**src/debug_defs.svh**
```systemverilog
`ifndef DEBUG_DEFS_SVH
`define DEBUG_DEFS_SVH

// UART byte and processor word widths
`define DBG_NB_DATA        8
`define DBG_NB_INSTR       32

// Pipeline snapshot widths, all whole bytes
`define DBG_NB_ID_EX       144
`define DBG_NB_EX_MEM      32
`define DBG_NB_MEM_WB      40
`define DBG_NB_WB_ID       40
`define DBG_NB_CONTROL     24

// Command bytes received from the host
`define DBG_CMD_LOAD       8'h01    // Start loading instructions
`define DBG_CMD_DEBUG      8'h02    // Enter debug mode
`define DBG_CMD_RUN        8'h04    // Continuous run
`define DBG_CMD_STEP       8'h08    // Single step, debug mode only
`define DBG_CMD_END_DEBUG  8'h10    // Leave debug mode

// Last word of a program load
`define DBG_HALT_INSTR     32'hffff_ffff

// Number of snapshot segments in one dump
`define DBG_NB_SEG         5

`endif
```
**src/debug_pkg.sv**
```systemverilog
`include "debug_defs.svh"

package debug_pkg;

    typedef enum logic [2:0] {
        IDLE,                       // Waiting for a command
        LOAD,                       // Receiving instruction bytes
        DEBUG,                      // Waiting for step or end-debug
        RUN,                        // Core runs until i_end
        DUMP                        // Sending the snapshots
    } ctrl_state_t;

    typedef enum logic [2:0] {
        SEG_ID_EX,
        SEG_EX_MEM,
        SEG_MEM_WB,
        SEG_WB_ID,
        SEG_CONTROL                 // Last segment of a dump
    } dump_seg_t;

    typedef logic [`DBG_NB_ID_EX-1:0]   id_ex_t;
    typedef logic [`DBG_NB_EX_MEM-1:0]  ex_mem_t;
    typedef logic [`DBG_NB_MEM_WB-1:0]  mem_wb_t;
    typedef logic [`DBG_NB_WB_ID-1:0]   wb_id_t;
    typedef logic [`DBG_NB_CONTROL-1:0] control_t;

endpackage

```
**src/debug_unit.sv**
```systemverilog
`timescale 1ns/1ps
`include "debug_defs.svh"

module debug_unit
    import debug_pkg::*;
(
    input  logic                       clk,
    input  logic                       i_rst_n,
    input  logic [`DBG_NB_DATA-1:0]    i_rx,                   // Byte from UART receiver
    input  logic                       i_rx_done,
    input  logic                       i_tx_done,
    input  logic                       i_end,                  // End of program from core
    input  id_ex_t                     i_id_ex,
    input  ex_mem_t                    i_ex_mem,
    input  mem_wb_t                    i_mem_wb,
    input  wb_id_t                     i_wb_id,
    input  control_t                   i_control,
    output logic                       o_tx_start,
    output logic [`DBG_NB_DATA-1:0]    o_data,                 // Byte to UART transmitter
    output logic [`DBG_NB_INSTR-1:0]   o_instruction,
    output logic [`DBG_NB_INSTR-1:0]   o_instruction_address,
    output logic                       o_valid,                // Instruction memory write
    output logic                       o_step,
    output logic                       o_start
);

    logic                       load_en;
    logic                       halt;
    logic [`DBG_NB_SEG-1:0]     seg_go;
    logic [`DBG_NB_SEG-1:0]     seg_done;
    logic [`DBG_NB_SEG-1:0]     seg_active;
    dump_seg_t                  seg_sel;
    logic [`DBG_NB_DATA-1:0]    seg_byte [`DBG_NB_SEG];    // One byte per serializer

    debug_ctrl u_ctrl (
        .clk        (clk),
        .i_rst_n    (i_rst_n),
        .i_rx       (i_rx),
        .i_rx_done  (i_rx_done),
        .i_end      (i_end),
        .i_halt     (halt),
        .i_seg_done (seg_done),
        .o_load_en  (load_en),
        .o_seg_go   (seg_go),
        .o_seg_sel  (seg_sel),
        .o_step     (o_step),
        .o_start    (o_start)
    );

    instr_loader u_loader (
        .clk                   (clk),
        .i_rst_n               (i_rst_n),
        .i_load_en             (load_en),
        .i_rx                  (i_rx),
        .i_rx_done             (i_rx_done),
        .o_instruction         (o_instruction),
        .o_instruction_address (o_instruction_address),
        .o_valid               (o_valid),
        .o_halt                (halt)
    );

    frame_serializer #(.payload_t(id_ex_t)) u_ser_id_ex (
        .clk (clk), .i_rst_n (i_rst_n), .i_go (seg_go[SEG_ID_EX]), .i_payload (i_id_ex),
        .i_tx_done (i_tx_done), .o_active (seg_active[SEG_ID_EX]),
        .o_byte (seg_byte[SEG_ID_EX]), .o_done (seg_done[SEG_ID_EX])
    );

    frame_serializer #(.payload_t(ex_mem_t)) u_ser_ex_mem (
        .clk (clk), .i_rst_n (i_rst_n), .i_go (seg_go[SEG_EX_MEM]), .i_payload (i_ex_mem),
        .i_tx_done (i_tx_done), .o_active (seg_active[SEG_EX_MEM]),
        .o_byte (seg_byte[SEG_EX_MEM]), .o_done (seg_done[SEG_EX_MEM])
    );

    frame_serializer #(.payload_t(mem_wb_t)) u_ser_mem_wb (
        .clk (clk), .i_rst_n (i_rst_n), .i_go (seg_go[SEG_MEM_WB]), .i_payload (i_mem_wb),
        .i_tx_done (i_tx_done), .o_active (seg_active[SEG_MEM_WB]),
        .o_byte (seg_byte[SEG_MEM_WB]), .o_done (seg_done[SEG_MEM_WB])
    );

    frame_serializer #(.payload_t(wb_id_t)) u_ser_wb_id (
        .clk (clk), .i_rst_n (i_rst_n), .i_go (seg_go[SEG_WB_ID]), .i_payload (i_wb_id),
        .i_tx_done (i_tx_done), .o_active (seg_active[SEG_WB_ID]),
        .o_byte (seg_byte[SEG_WB_ID]), .o_done (seg_done[SEG_WB_ID])
    );

    frame_serializer #(.payload_t(control_t)) u_ser_control (
        .clk (clk), .i_rst_n (i_rst_n), .i_go (seg_go[SEG_CONTROL]), .i_payload (i_control),
        .i_tx_done (i_tx_done), .o_active (seg_active[SEG_CONTROL]),
        .o_byte (seg_byte[SEG_CONTROL]), .o_done (seg_done[SEG_CONTROL])
    );

    tx_port u_tx_port (
        .clk        (clk),
        .i_rst_n    (i_rst_n),
        .i_seg_sel  (seg_sel),
        .i_active   (seg_active),
        .i_byte_0   (seg_byte[SEG_ID_EX]),
        .i_byte_1   (seg_byte[SEG_EX_MEM]),
        .i_byte_2   (seg_byte[SEG_MEM_WB]),
        .i_byte_3   (seg_byte[SEG_WB_ID]),
        .i_byte_4   (seg_byte[SEG_CONTROL]),
        .o_tx_start (o_tx_start),
        .o_data     (o_data)
    );

endmodule

```
**src/debug_ctrl.sv**
```systemverilog
`timescale 1ns/1ps
`include "debug_defs.svh"

module debug_ctrl
    import debug_pkg::*;
(
    input  logic                     clk,
    input  logic                     i_rst_n,
    input  logic [`DBG_NB_DATA-1:0]  i_rx,                  // Command byte
    input  logic                     i_rx_done,
    input  logic                     i_end,                 // Core reached end of program
    input  logic                     i_halt,                // Halt word loaded
    input  logic [`DBG_NB_SEG-1:0]   i_seg_done,            // Last byte of a segment sent
    output logic                     o_load_en,
    output logic [`DBG_NB_SEG-1:0]   o_seg_go,              // Start one serializer
    output dump_seg_t                o_seg_sel,
    output logic                     o_step,
    output logic                     o_start
);

    ctrl_state_t              state;
    dump_seg_t                seg;                          // Segment being dumped
    logic                     go_pend;                      // Launch seg on next cycle
    logic                     from_debug;                   // Dump came from a step
    logic [`DBG_NB_SEG-1:0]   seg_go;
    logic                     step;
    logic                     start;

    always_ff @(posedge clk or negedge i_rst_n) begin
        if (!i_rst_n) begin
            state      <= IDLE;
            seg        <= SEG_ID_EX;
            go_pend    <= 1'b0;
            from_debug <= 1'b0;
            seg_go     <= '0;
            step       <= 1'b0;
            start      <= 1'b0;
        end else begin
            seg_go <= '0;                                   // Single-cycle launch
            case (state)
                IDLE: begin
                    if (i_rx_done) begin
                        case (i_rx)
                            `DBG_CMD_LOAD: begin
                                state <= LOAD;
                                start <= 1'b1;
                            end
                            `DBG_CMD_DEBUG: begin
                                state <= DEBUG;
                                start <= 1'b1;
                            end
                            `DBG_CMD_RUN: begin
                                state <= RUN;
                                start <= 1'b1;
                                step  <= 1'b1;              // Core free-runs
                            end
                            default: state <= IDLE;         // Unknown byte is dropped
                        endcase
                    end
                end

                LOAD: begin
                    if (i_halt) begin
                        state <= IDLE;
                        start <= 1'b0;
                    end
                end

                DEBUG: begin
                    if (i_rx_done) begin
                        case (i_rx)
                            `DBG_CMD_STEP: begin
                                step       <= 1'b1;         // One cycle only, cleared in DUMP
                                from_debug <= 1'b1;
                                state      <= DUMP;
                                seg        <= SEG_ID_EX;
                                go_pend    <= 1'b1;
                            end
                            `DBG_CMD_END_DEBUG: begin
                                from_debug <= 1'b0;
                                state      <= DUMP;
                                seg        <= SEG_ID_EX;
                                go_pend    <= 1'b1;
                            end
                            default: state <= DEBUG;
                        endcase
                    end
                end

                RUN: begin
                    if (i_end) begin
                        step       <= 1'b0;
                        from_debug <= 1'b0;
                        state      <= DUMP;
                        seg        <= SEG_ID_EX;
                        go_pend    <= 1'b1;
                    end
                end

                DUMP: begin
                    step <= 1'b0;
                    // Launch one cycle late so a step has settled in the snapshots
                    if (go_pend) begin
                        seg_go  <= `DBG_NB_SEG'(1) << seg;
                        go_pend <= 1'b0;
                    end else if (i_seg_done[seg]) begin
                        if (seg == SEG_CONTROL) begin
                            state <= from_debug ? DEBUG : IDLE;
                            start <= from_debug;            // Falls only on return to IDLE
                        end else begin
                            seg     <= dump_seg_t'(seg + 3'd1);
                            go_pend <= 1'b1;
                        end
                    end
                end

                default: state <= IDLE;
            endcase
        end
    end

    assign o_load_en = (state == LOAD);
    assign o_seg_go  = seg_go;
    assign o_seg_sel = seg;
    assign o_step    = step;
    assign o_start   = start;

endmodule

```
**src/instr_loader.sv**
```systemverilog
`timescale 1ns/1ps
`include "debug_defs.svh"

module instr_loader (
    input  logic                      clk,
    input  logic                      i_rst_n,
    input  logic                      i_load_en,              // Controller is in LOAD
    input  logic [`DBG_NB_DATA-1:0]   i_rx,
    input  logic                      i_rx_done,
    output logic [`DBG_NB_INSTR-1:0]  o_instruction,
    output logic [`DBG_NB_INSTR-1:0]  o_instruction_address,
    output logic                      o_valid,                // Write strobe, one cycle
    output logic                      o_halt                  // Halt word seen
);

    localparam logic [`DBG_NB_INSTR-1:0] ADDR_STEP = `DBG_NB_INSTR'(4);

    logic [`DBG_NB_INSTR-1:0]  instr_reg;
    logic [`DBG_NB_INSTR-1:0]  next_word;
    logic [`DBG_NB_INSTR-1:0]  addr;
    logic [1:0]                byte_cnt;                      // Wraps after the fourth byte
    logic                      valid;
    logic                      halt;

    // MSB first, so each new byte enters at the bottom
    assign next_word = {instr_reg[`DBG_NB_INSTR-`DBG_NB_DATA-1:0], i_rx};

    always_ff @(posedge clk) begin
        if (i_load_en && i_rx_done) begin
            instr_reg <= next_word;
        end
    end

    always_ff @(posedge clk or negedge i_rst_n) begin
        if (!i_rst_n) begin
            byte_cnt <= '0;
            addr     <= '0;
            valid    <= 1'b0;
            halt     <= 1'b0;
        end else begin
            valid <= 1'b0;
            halt  <= 1'b0;
            if (!i_load_en) begin
                byte_cnt <= '0;
                addr     <= '0;
            end else begin
                if (valid) begin
                    addr <= addr + ADDR_STEP;                 // After the write completes
                end
                if (i_rx_done) begin
                    byte_cnt <= byte_cnt + 2'd1;
                    if (byte_cnt == 2'd3) begin
                        valid <= 1'b1;
                        halt  <= (next_word == `DBG_HALT_INSTR);
                    end
                end
            end
        end
    end

    assign o_instruction         = instr_reg;
    assign o_instruction_address = addr;
    assign o_valid               = valid;
    assign o_halt                = halt;

endmodule

```
**src/tx_port.sv**
```systemverilog
`timescale 1ns/1ps
`include "debug_defs.svh"

module tx_port
    import debug_pkg::*;
(
    input  logic                     clk,
    input  logic                     i_rst_n,
    input  dump_seg_t                i_seg_sel,              // Segment now being dumped
    input  logic [`DBG_NB_SEG-1:0]   i_active,
    input  logic [`DBG_NB_DATA-1:0]  i_byte_0,
    input  logic [`DBG_NB_DATA-1:0]  i_byte_1,
    input  logic [`DBG_NB_DATA-1:0]  i_byte_2,
    input  logic [`DBG_NB_DATA-1:0]  i_byte_3,
    input  logic [`DBG_NB_DATA-1:0]  i_byte_4,
    output logic                     o_tx_start,
    output logic [`DBG_NB_DATA-1:0]  o_data
);

    logic [`DBG_NB_DATA-1:0]  sel_byte;

    always_comb begin
        case (i_seg_sel)
            SEG_ID_EX:   sel_byte = i_byte_0;
            SEG_EX_MEM:  sel_byte = i_byte_1;
            SEG_MEM_WB:  sel_byte = i_byte_2;
            SEG_WB_ID:   sel_byte = i_byte_3;
            SEG_CONTROL: sel_byte = i_byte_4;
            default:     sel_byte = i_byte_0;
        endcase
    end

    always_ff @(posedge clk or negedge i_rst_n) begin
        if (!i_rst_n) begin
            o_tx_start <= 1'b0;
            o_data     <= '0;
        end else begin
            o_tx_start <= i_active[i_seg_sel];               // Level for the whole segment
            o_data     <= sel_byte;
        end
    end

endmodule

```
**src/frame_serializer.sv**
```systemverilog
`timescale 1ns/1ps
`include "debug_defs.svh"

module frame_serializer #(
    parameter type payload_t = logic [`DBG_NB_DATA-1:0]
) (
    input  logic                     clk,
    input  logic                     i_rst_n,
    input  logic                     i_go,                   // Capture payload and start
    input  payload_t                 i_payload,
    input  logic                     i_tx_done,              // Current byte accepted
    output logic                     o_active,
    output logic [`DBG_NB_DATA-1:0]  o_byte,
    output logic                     o_done                  // After the last byte
);

    localparam int NB_PAYLOAD = $bits(payload_t);
    localparam int NB_BYTES   = NB_PAYLOAD / `DBG_NB_DATA;
    localparam int NB_CNT     = (NB_BYTES > 1) ? $clog2(NB_BYTES) : 1;

    payload_t             shift_reg;
    logic [NB_CNT-1:0]    bytes_left;                          // Bytes after the current one
    logic                 active;
    logic                 done;

    always_ff @(posedge clk) begin
        if (i_go) begin
            shift_reg <= i_payload;
        end else if (active && i_tx_done) begin
            shift_reg <= payload_t'(shift_reg << `DBG_NB_DATA);
        end
    end

    always_ff @(posedge clk or negedge i_rst_n) begin
        if (!i_rst_n) begin
            active     <= 1'b0;
            done       <= 1'b0;
            bytes_left <= '0;
        end else begin
            done <= 1'b0;
            if (i_go) begin
                active     <= 1'b1;
                bytes_left <= NB_CNT'(NB_BYTES - 1);
            end else if (active && i_tx_done) begin
                if (bytes_left == '0) begin
                    active <= 1'b0;
                    done   <= 1'b1;
                end else begin
                    bytes_left <= bytes_left - NB_CNT'(1);
                end
            end
        end
    end

    assign o_byte   = shift_reg[NB_PAYLOAD-1 -: `DBG_NB_DATA];    // Top byte goes first
    assign o_active = active;
    assign o_done   = done;

endmodule

```
**config.mk**
```make
export PLATFORM = sky130hd
export DESIGN_NAME = debug_unit
export DESIGN_NICKNAME = d
export VERILOG_FILES = /design/src/debug_pkg.sv /design/src/debug_unit.sv /design/src/debug_ctrl.sv /design/src/instr_loader.sv /design/src/tx_port.sv /design/src/frame_serializer.sv
export VERILOG_INCLUDE_DIRS = /design/src
export SDC_FILE = /design/constraint.sdc
export NUM_CORES = 1
export LEC_CHECK = 0
export BUFFER_PORTS_ARGS = -buffer_cell sky130_fd_sc_hd__clkbuf_2
export CORE_MARGIN = 4
export CORE_UTILIZATION = 35
export DETAILED_ROUTE_END_ITERATION = 16
export PLACE_DENSITY = 0.62
export SLEW_MARGIN = 10
export SYNTH_ARGS = -nofsm -noshare
export SYNTH_HDL_FRONTEND = slang
export SYNTH_SLANG_ARGS = --single-unit
```
**constraint.sdc**
```tcl
create_clock -name clk -period 6.7 [get_ports clk]
set_clock_uncertainty 0.15 [all_clocks]
set_input_delay 0.67 -clock clk [delete_from_list [all_inputs] [get_ports clk]]
set_output_delay 0.67 -clock clk [all_outputs]
set_load 0.005 [all_outputs]
```
## Word-level counts from Yosys, hierarchy flattened

Cells that the tools add are included.

- Output and inout port bits: 76
- Register bits: 397
- Word-level logic and storage cells: 236
- Bits of input ports: 293

- Add/sub/neg operators: 8
- Muxes and demuxes: 113
- Reductions and logical operators: 44
- Shift operators: 1
- Equality and inequality tests: 35
- $lt $le $gt $ge: 1

Operator list:

| cell | count |
|---|---|
| 144-bit two-way mux | 2 |
| 40-bit two-way mux | 4 |
| 32-bit two-way mux | 4 |
| 3-bit two-way mux | 20 |
| 1-bit two-way mux | 56 |
| 24-bit two-way mux | 2 |
| 32-bit by 3-bit adder with 32-bit output (second input constant) | 1 |
| 32-bit == test (second input constant) | 1 |
| 2-bit != test (second input constant) | 16 |
| 8-bit one-hot mux with 4 select lines | 1 |
| 5-bit two-way mux | 5 |
| 2-bit nonzero test | 11 |
| 7-bit AND reduction | 3 |
| 2-bit AND reduction | 10 |
| 2-bit two-way mux | 9 |
| 3-bit one-hot mux with 5 select lines | 1 |
| 3-bit by 2-bit == test with 1-bit output (second input constant) | 4 |
| 3-bit zero test | 3 |
| 3-bit one-hot mux with 3 select lines | 1 |
| 8-bit by 1-bit == test with 1-bit output (second input constant) | 1 |
| 8-bit by 2-bit == test with 1-bit output (second input constant) | 1 |
| 8-bit by 3-bit == test with 1-bit output (second input constant) | 1 |
| 8-bit by 4-bit == test with 1-bit output (second input constant) | 1 |
| 8-bit by 5-bit == test with 1-bit output (second input constant) | 1 |
| other kinds (26) | 43 |

## Depth between registers and ports, before layout

- Word-level depth: 5
- Gate-level depth with buffers: 9
- Gate-level depth less buffers: 7

## Cells and area by module

Synthesis repeated with hierarchy kept, for this count alone.

- Cell total of the unflattened synthesis: 1165
- Area total of the unflattened synthesis: 17789.6 um^2

By module, submodules not included:

| module | sequential area each (um^2) | cells an instance | area each (um^2) | instances |
|---|---|---|---|---|
| frame_serializer (u_ser_id_ex) | 4499.3 | 347 | 6428.7 | 1 |
| frame_serializer (u_ser_mem_wb ...) | 1326.3 | 118 | 1978.1 | 2 |
| instr_loader | 1811.7 | 230 | 2775.2 | 1 |
| frame_serializer (u_ser_ex_mem) | 1061.0 | 94 | 1584.0 | 1 |
| frame_serializer (u_ser_control) | 820.8 | 77 | 1236.2 | 1 |
| debug_ctrl | 375.4 | 119 | 1114.8 | 1 |
| tx_port | 225.2 | 62 | 694.4 | 1 |

## Worst setup path after synthesis

No wires, ideal clock.

- Path kind: register to register
- Start: register u_ctrl.seg_go[0] (netlist: u_ctrl.o_seg_go[0])
- End: register u_ser_id_ex.shift_reg[0] (netlist name) (enable)
- Slack: 2034 ps
- Cell stages (with the launch flop): 5
- Data arrival time: 4014 ps
- Period minus slack after synthesis: 4666 ps
- Path through: dfrtp_1 > clkbuf_1 > clkbuf_1 > clkbuf_1 > a21o_1

- Cells in the longest elaborated chain, start to end: 1

Ends and longest elaborated chain:

| item | RTL line | text |
|---|---|---|
| from (decl) | debug_ctrl.sv:25 | `` logic [`DBG_NB_SEG-1:0] seg_go; `` |
| from (signal assigned) | debug_ctrl.sv:104 | `` seg_go <= `DBG_NB_SEG'(1) << seg; `` |
| 2-bit nonzero test (no source line) | -- |  |
| to (signal assigned) | frame_serializer.sv:28 | `shift_reg <= i_payload;` |
| to (signal assigned) | frame_serializer.sv:30 | `` shift_reg <= payload_t'(shift_reg << `DBG_NB_DATA); `` |
| to (decl) | frame_serializer.sv:21 | `payload_t shift_reg;` |

No other way between the ends.
A chain may end at the register's enable or synchronous reset.

## Final worst setup path

- Start: register u_ctrl.seg_go[0] (netlist: u_ctrl.o_seg_go[0])
- End: register u_ser_id_ex.shift_reg[22] (netlist name) (enable)

The elaborated chain is that of the path after synthesis.

==> flow_metrics.tcl <==
set metrics [dict create \
    status "finished clean" \
    ys_warn_count 0 \
    first_global_vias 10600 \
    post_drt_via_cell_ratio 4.77 \
    timing.final.setup_violations 0 \
    synth_sequential_area_ratio_pct 67.5 \
    grt-ovfl-total 0 \
    routabilityCongestion 0.850 \
    hpwl_um 26900 \
    max-slew-margin-rel_pct 27.2 \
    placement.io_buffers 366 \
    critPathArrivalTime_ns 3.25 \
    post_synth_num_cell_types 56 \
    drt-pass1-iter-count 5 \
    floorplan.die.width_um 228 \
    layout.nets 1783 \
    crit-reg2reg-capture "u_ser_id_ex.shift_reg[22]" \
    ctsRootBufferMaster "sky130_fd_sc_hd__clkbuf_16" \
    cts_sinks 395 \
    crit_path_max_fanout 83 \
    max_transition_viols_final 0 \
    setup.worst_path.end_class "flip-flop" \
    drc 0 \
    final_cells 2126 \
    netlist_instances 1112 \
    finalHoldViolCount 0 \
    synth.cell_area_um2 16900 \
    core_region_area_um2 47800 \
    largest_register_ffs 144 \
    final_period_minus_worst_setup_slack_ns 3.22 \
    ir_drop_mv 0.244 \
    wire_per_inst_um 18.0 \
    die_h_um 228 \
    fin_setup_tns_ns 0 \
    leakagePower_nw 7.96 \
    worstRegToRegCells 2 \
    cts_resized 0 \
    num_rows 80 \
    cts_buffers 45 \
    most_frequent_standard_cell_in_the_layout_excluding_fill_and_tap_cells "sky130_fd_sc_hd__clkbuf_2" \
    timing.reg2reg.setup_slack_ns 3.48 \
    effective_utilization_at_floorplan_pct 35.4 \
    most-common-layout-cells "365 x sky130_fd_sc_hd__clkbuf_2, 312 x sky130_fd_sc_hd__edfxtp_1, 242 x sky130_fd_sc_hd__mux2_2" \
    antenna_found_initial 2 \
    crit_end "u_ser_id_ex.shift_reg[22]" \
    final.period_utilization_pct 48.1 \
    drt_wl_total_um 38200 \
    critical_path_required_ns 6.73 \
    synthesis.area_per_instance_um2 15.2 \
    critPathKind "flip-flop to flip-flop" \
    grt_max_degree 84 \
    postSynth.asyncResetShare_pct 21.0 \
    r2r_start "u_ctrl.o_seg_go[0]" \
    placedCellCount 2043 \
    worstSkewPairLatency_ns 0.57 \
    cts_tree "yes" \
    start_kind "flip-flop" \
    area.growth.synth_to_final_pct 22.4 \
    ratio_of_cells_with_drive_above_1_in_the_final_layout_pct 45.6 \
    die-area_um2 52000 \
    global_route_usage_over_all_layers_pct 14.3 \
    crit_path_launch "u_ctrl.o_seg_go[0]" \
    synthDominantCellAreaShare_pct 55.3 \
    unrepaired_setup_endpoints_after_global_routing "false" \
    clock_tree.htree_level_count 2 \
    primary_ff_master_synth "sky130_fd_sc_hd__edfxtp_1" \
    max_clock_freq_mhz 310 \
    synth_register_bits 395 \
    num_vias 10100 \
    pwr_density_cell_nw_per_um2 353 \
    iteration_0_drc_count_of_the_detailed_router 602 \
    max-cap-violations 0 \
    netlist.top_cell.by_area "sky130_fd_sc_hd__edfxtp_1" \
    ys_top_cells_by_area "sky130_fd_sc_hd__edfxtp_1 55%, sky130_fd_sc_hd__mux2_2 16%, sky130_fd_sc_hd__dfrtp_1 12%" \
    num_io_pins 369 \
    worstMarginPinSlew_ns 1.09 \
    worst_min_delay_path_category "primary input to flip-flop" \
    clkTransAtPathRegs_ns 0.06 \
    cts.path.max_buffers 3 \
    synth_edf_count 312 \
    grt_pass1_wl_um 59000 \
    antenna_left 0 \
]
[worst max-delay path: stages (launching register included)]
cell,delay [ns]
sky130_fd_sc_hd__dfrtp_4,0.99
sky130_fd_sc_hd__a21o_4,0.83
sky130_fd_sc_hd__buf_4,0.77
[power by group]
group | total (mW) | internal [mW] | switching, mW | leakage (nW)
combinational | 1.33 | 0.664 | 0.669 | 3.30
clock | 2.29 | 1.31 | 0.977 | 0.651
sequential | 3.69 | 3.46 | 0.231 | 4.00
total | 7.32 | 5.44 | 1.88 | 7.96
[cell usage after synthesis, types with 14 or more instances]
cell type                  count
sky130_fd_sc_hd__a21oi_1      18
sky130_fd_sc_hd__and2_1       44
sky130_fd_sc_hd__clkbuf_1     43
sky130_fd_sc_hd__dfrtp_1      83
sky130_fd_sc_hd__edfxtp_1    312
sky130_fd_sc_hd__ha_1         14
sky130_fd_sc_hd__inv_1        24
sky130_fd_sc_hd__mux2_2      242
sky130_fd_sc_hd__nand2_1      35
sky130_fd_sc_hd__nand3_1      26
sky130_fd_sc_hd__nand4_1      17
sky130_fd_sc_hd__nor2_1       71
sky130_fd_sc_hd__o21ai_0      26
sky130_fd_sc_hd__xnor2_1      23
sky130_fd_sc_hd__xor2_1       16
[stage by stage]
| stage | worst slack [ns] | area (µm²) | power [mW] | hold slack [ns] | util (%) |
|---|---|---|---|---|---|
| 2_1_floorplan | 2.03 | 17000 | 4.68 | 0.224 | - |
| 3_3_place_gp | 3.40 | 19400 | 5.03 | 0.289 | 40.5 |
| 3_5_place_dp | 3.37 | 19400 | 5.11 | 0.300 | 40.5 |
| 4_1_cts | 3.33 | 20700 | 7.45 | 0.157 | 43.4 |
| 5_1_grt | 3.20 | 20800 | 7.74 | 0.180 | 43.4 |
| 6_report | 3.48 | 20800 | 7.32 | 0.215 | 43.4 |
[how the worst min path moves through the flow]
stage / startpoint / to / slack [ns] / cells past startpoint
floorplan: i_rst_n / u_ctrl.from_debug / 0.22 / 0
global placement: u_ser_id_ex.shift_reg[142] / u_tx_port.o_data[6] / 0.29 / 2
detailed placement: u_ser_id_ex.shift_reg[142] / u_tx_port.o_data[6] / 0.30 / 2
CTS: i_rx[6] / u_loader.o_instruction[6] / 0.16 / 1
global route: i_rx[5] / u_loader.o_instruction[5] / 0.18 / 1
finish: i_rx[5] / u_loader.o_instruction[5] / 0.22 / 1
[timing repair]
action,in CTS,in global routing
hold buffers,1,0
setup buffers,0,0
endpoints found under the hold margin,33,0
[area by class of cell]
class,instances,area [µm²]
Fill cell,4418,27100
Inverter,24,90.1
Tap cell,615,769
Timing Repair Buffer,374,1900
Clock buffer,55,1160
Antenna cell,1,2.50
Multi-Input combinational cell,636,5180
Sequential cell,395,11500
Clock inverter,26,200
[metal layers]
layer	global-route usage (%)	vias to the layer above	wire length, µm
li1	-	4878	-
met1	18.4	4922	16100
met2	24.1	280	18800
met3	3.32	61	2420
met4	4.67	0	894
met5	0	-	0
[cells by family after synthesis]
kind of cell | Yosys count | share of synthesized area (%)
AOI/OAI and AO/OA | 80 | 2.93
xor gates and xnor gates | 39 | 2.02
adders and majority gates | 14 | 1.03
buffers and inverters | 82 | 2.02
DFF | 395 | 67.5
muxes | 251 | 16.7
other | 1 | 0.0221
and+or+nand+nor | 250 | 7.70
No activity file was read; power rests on OpenSTA's default activity.
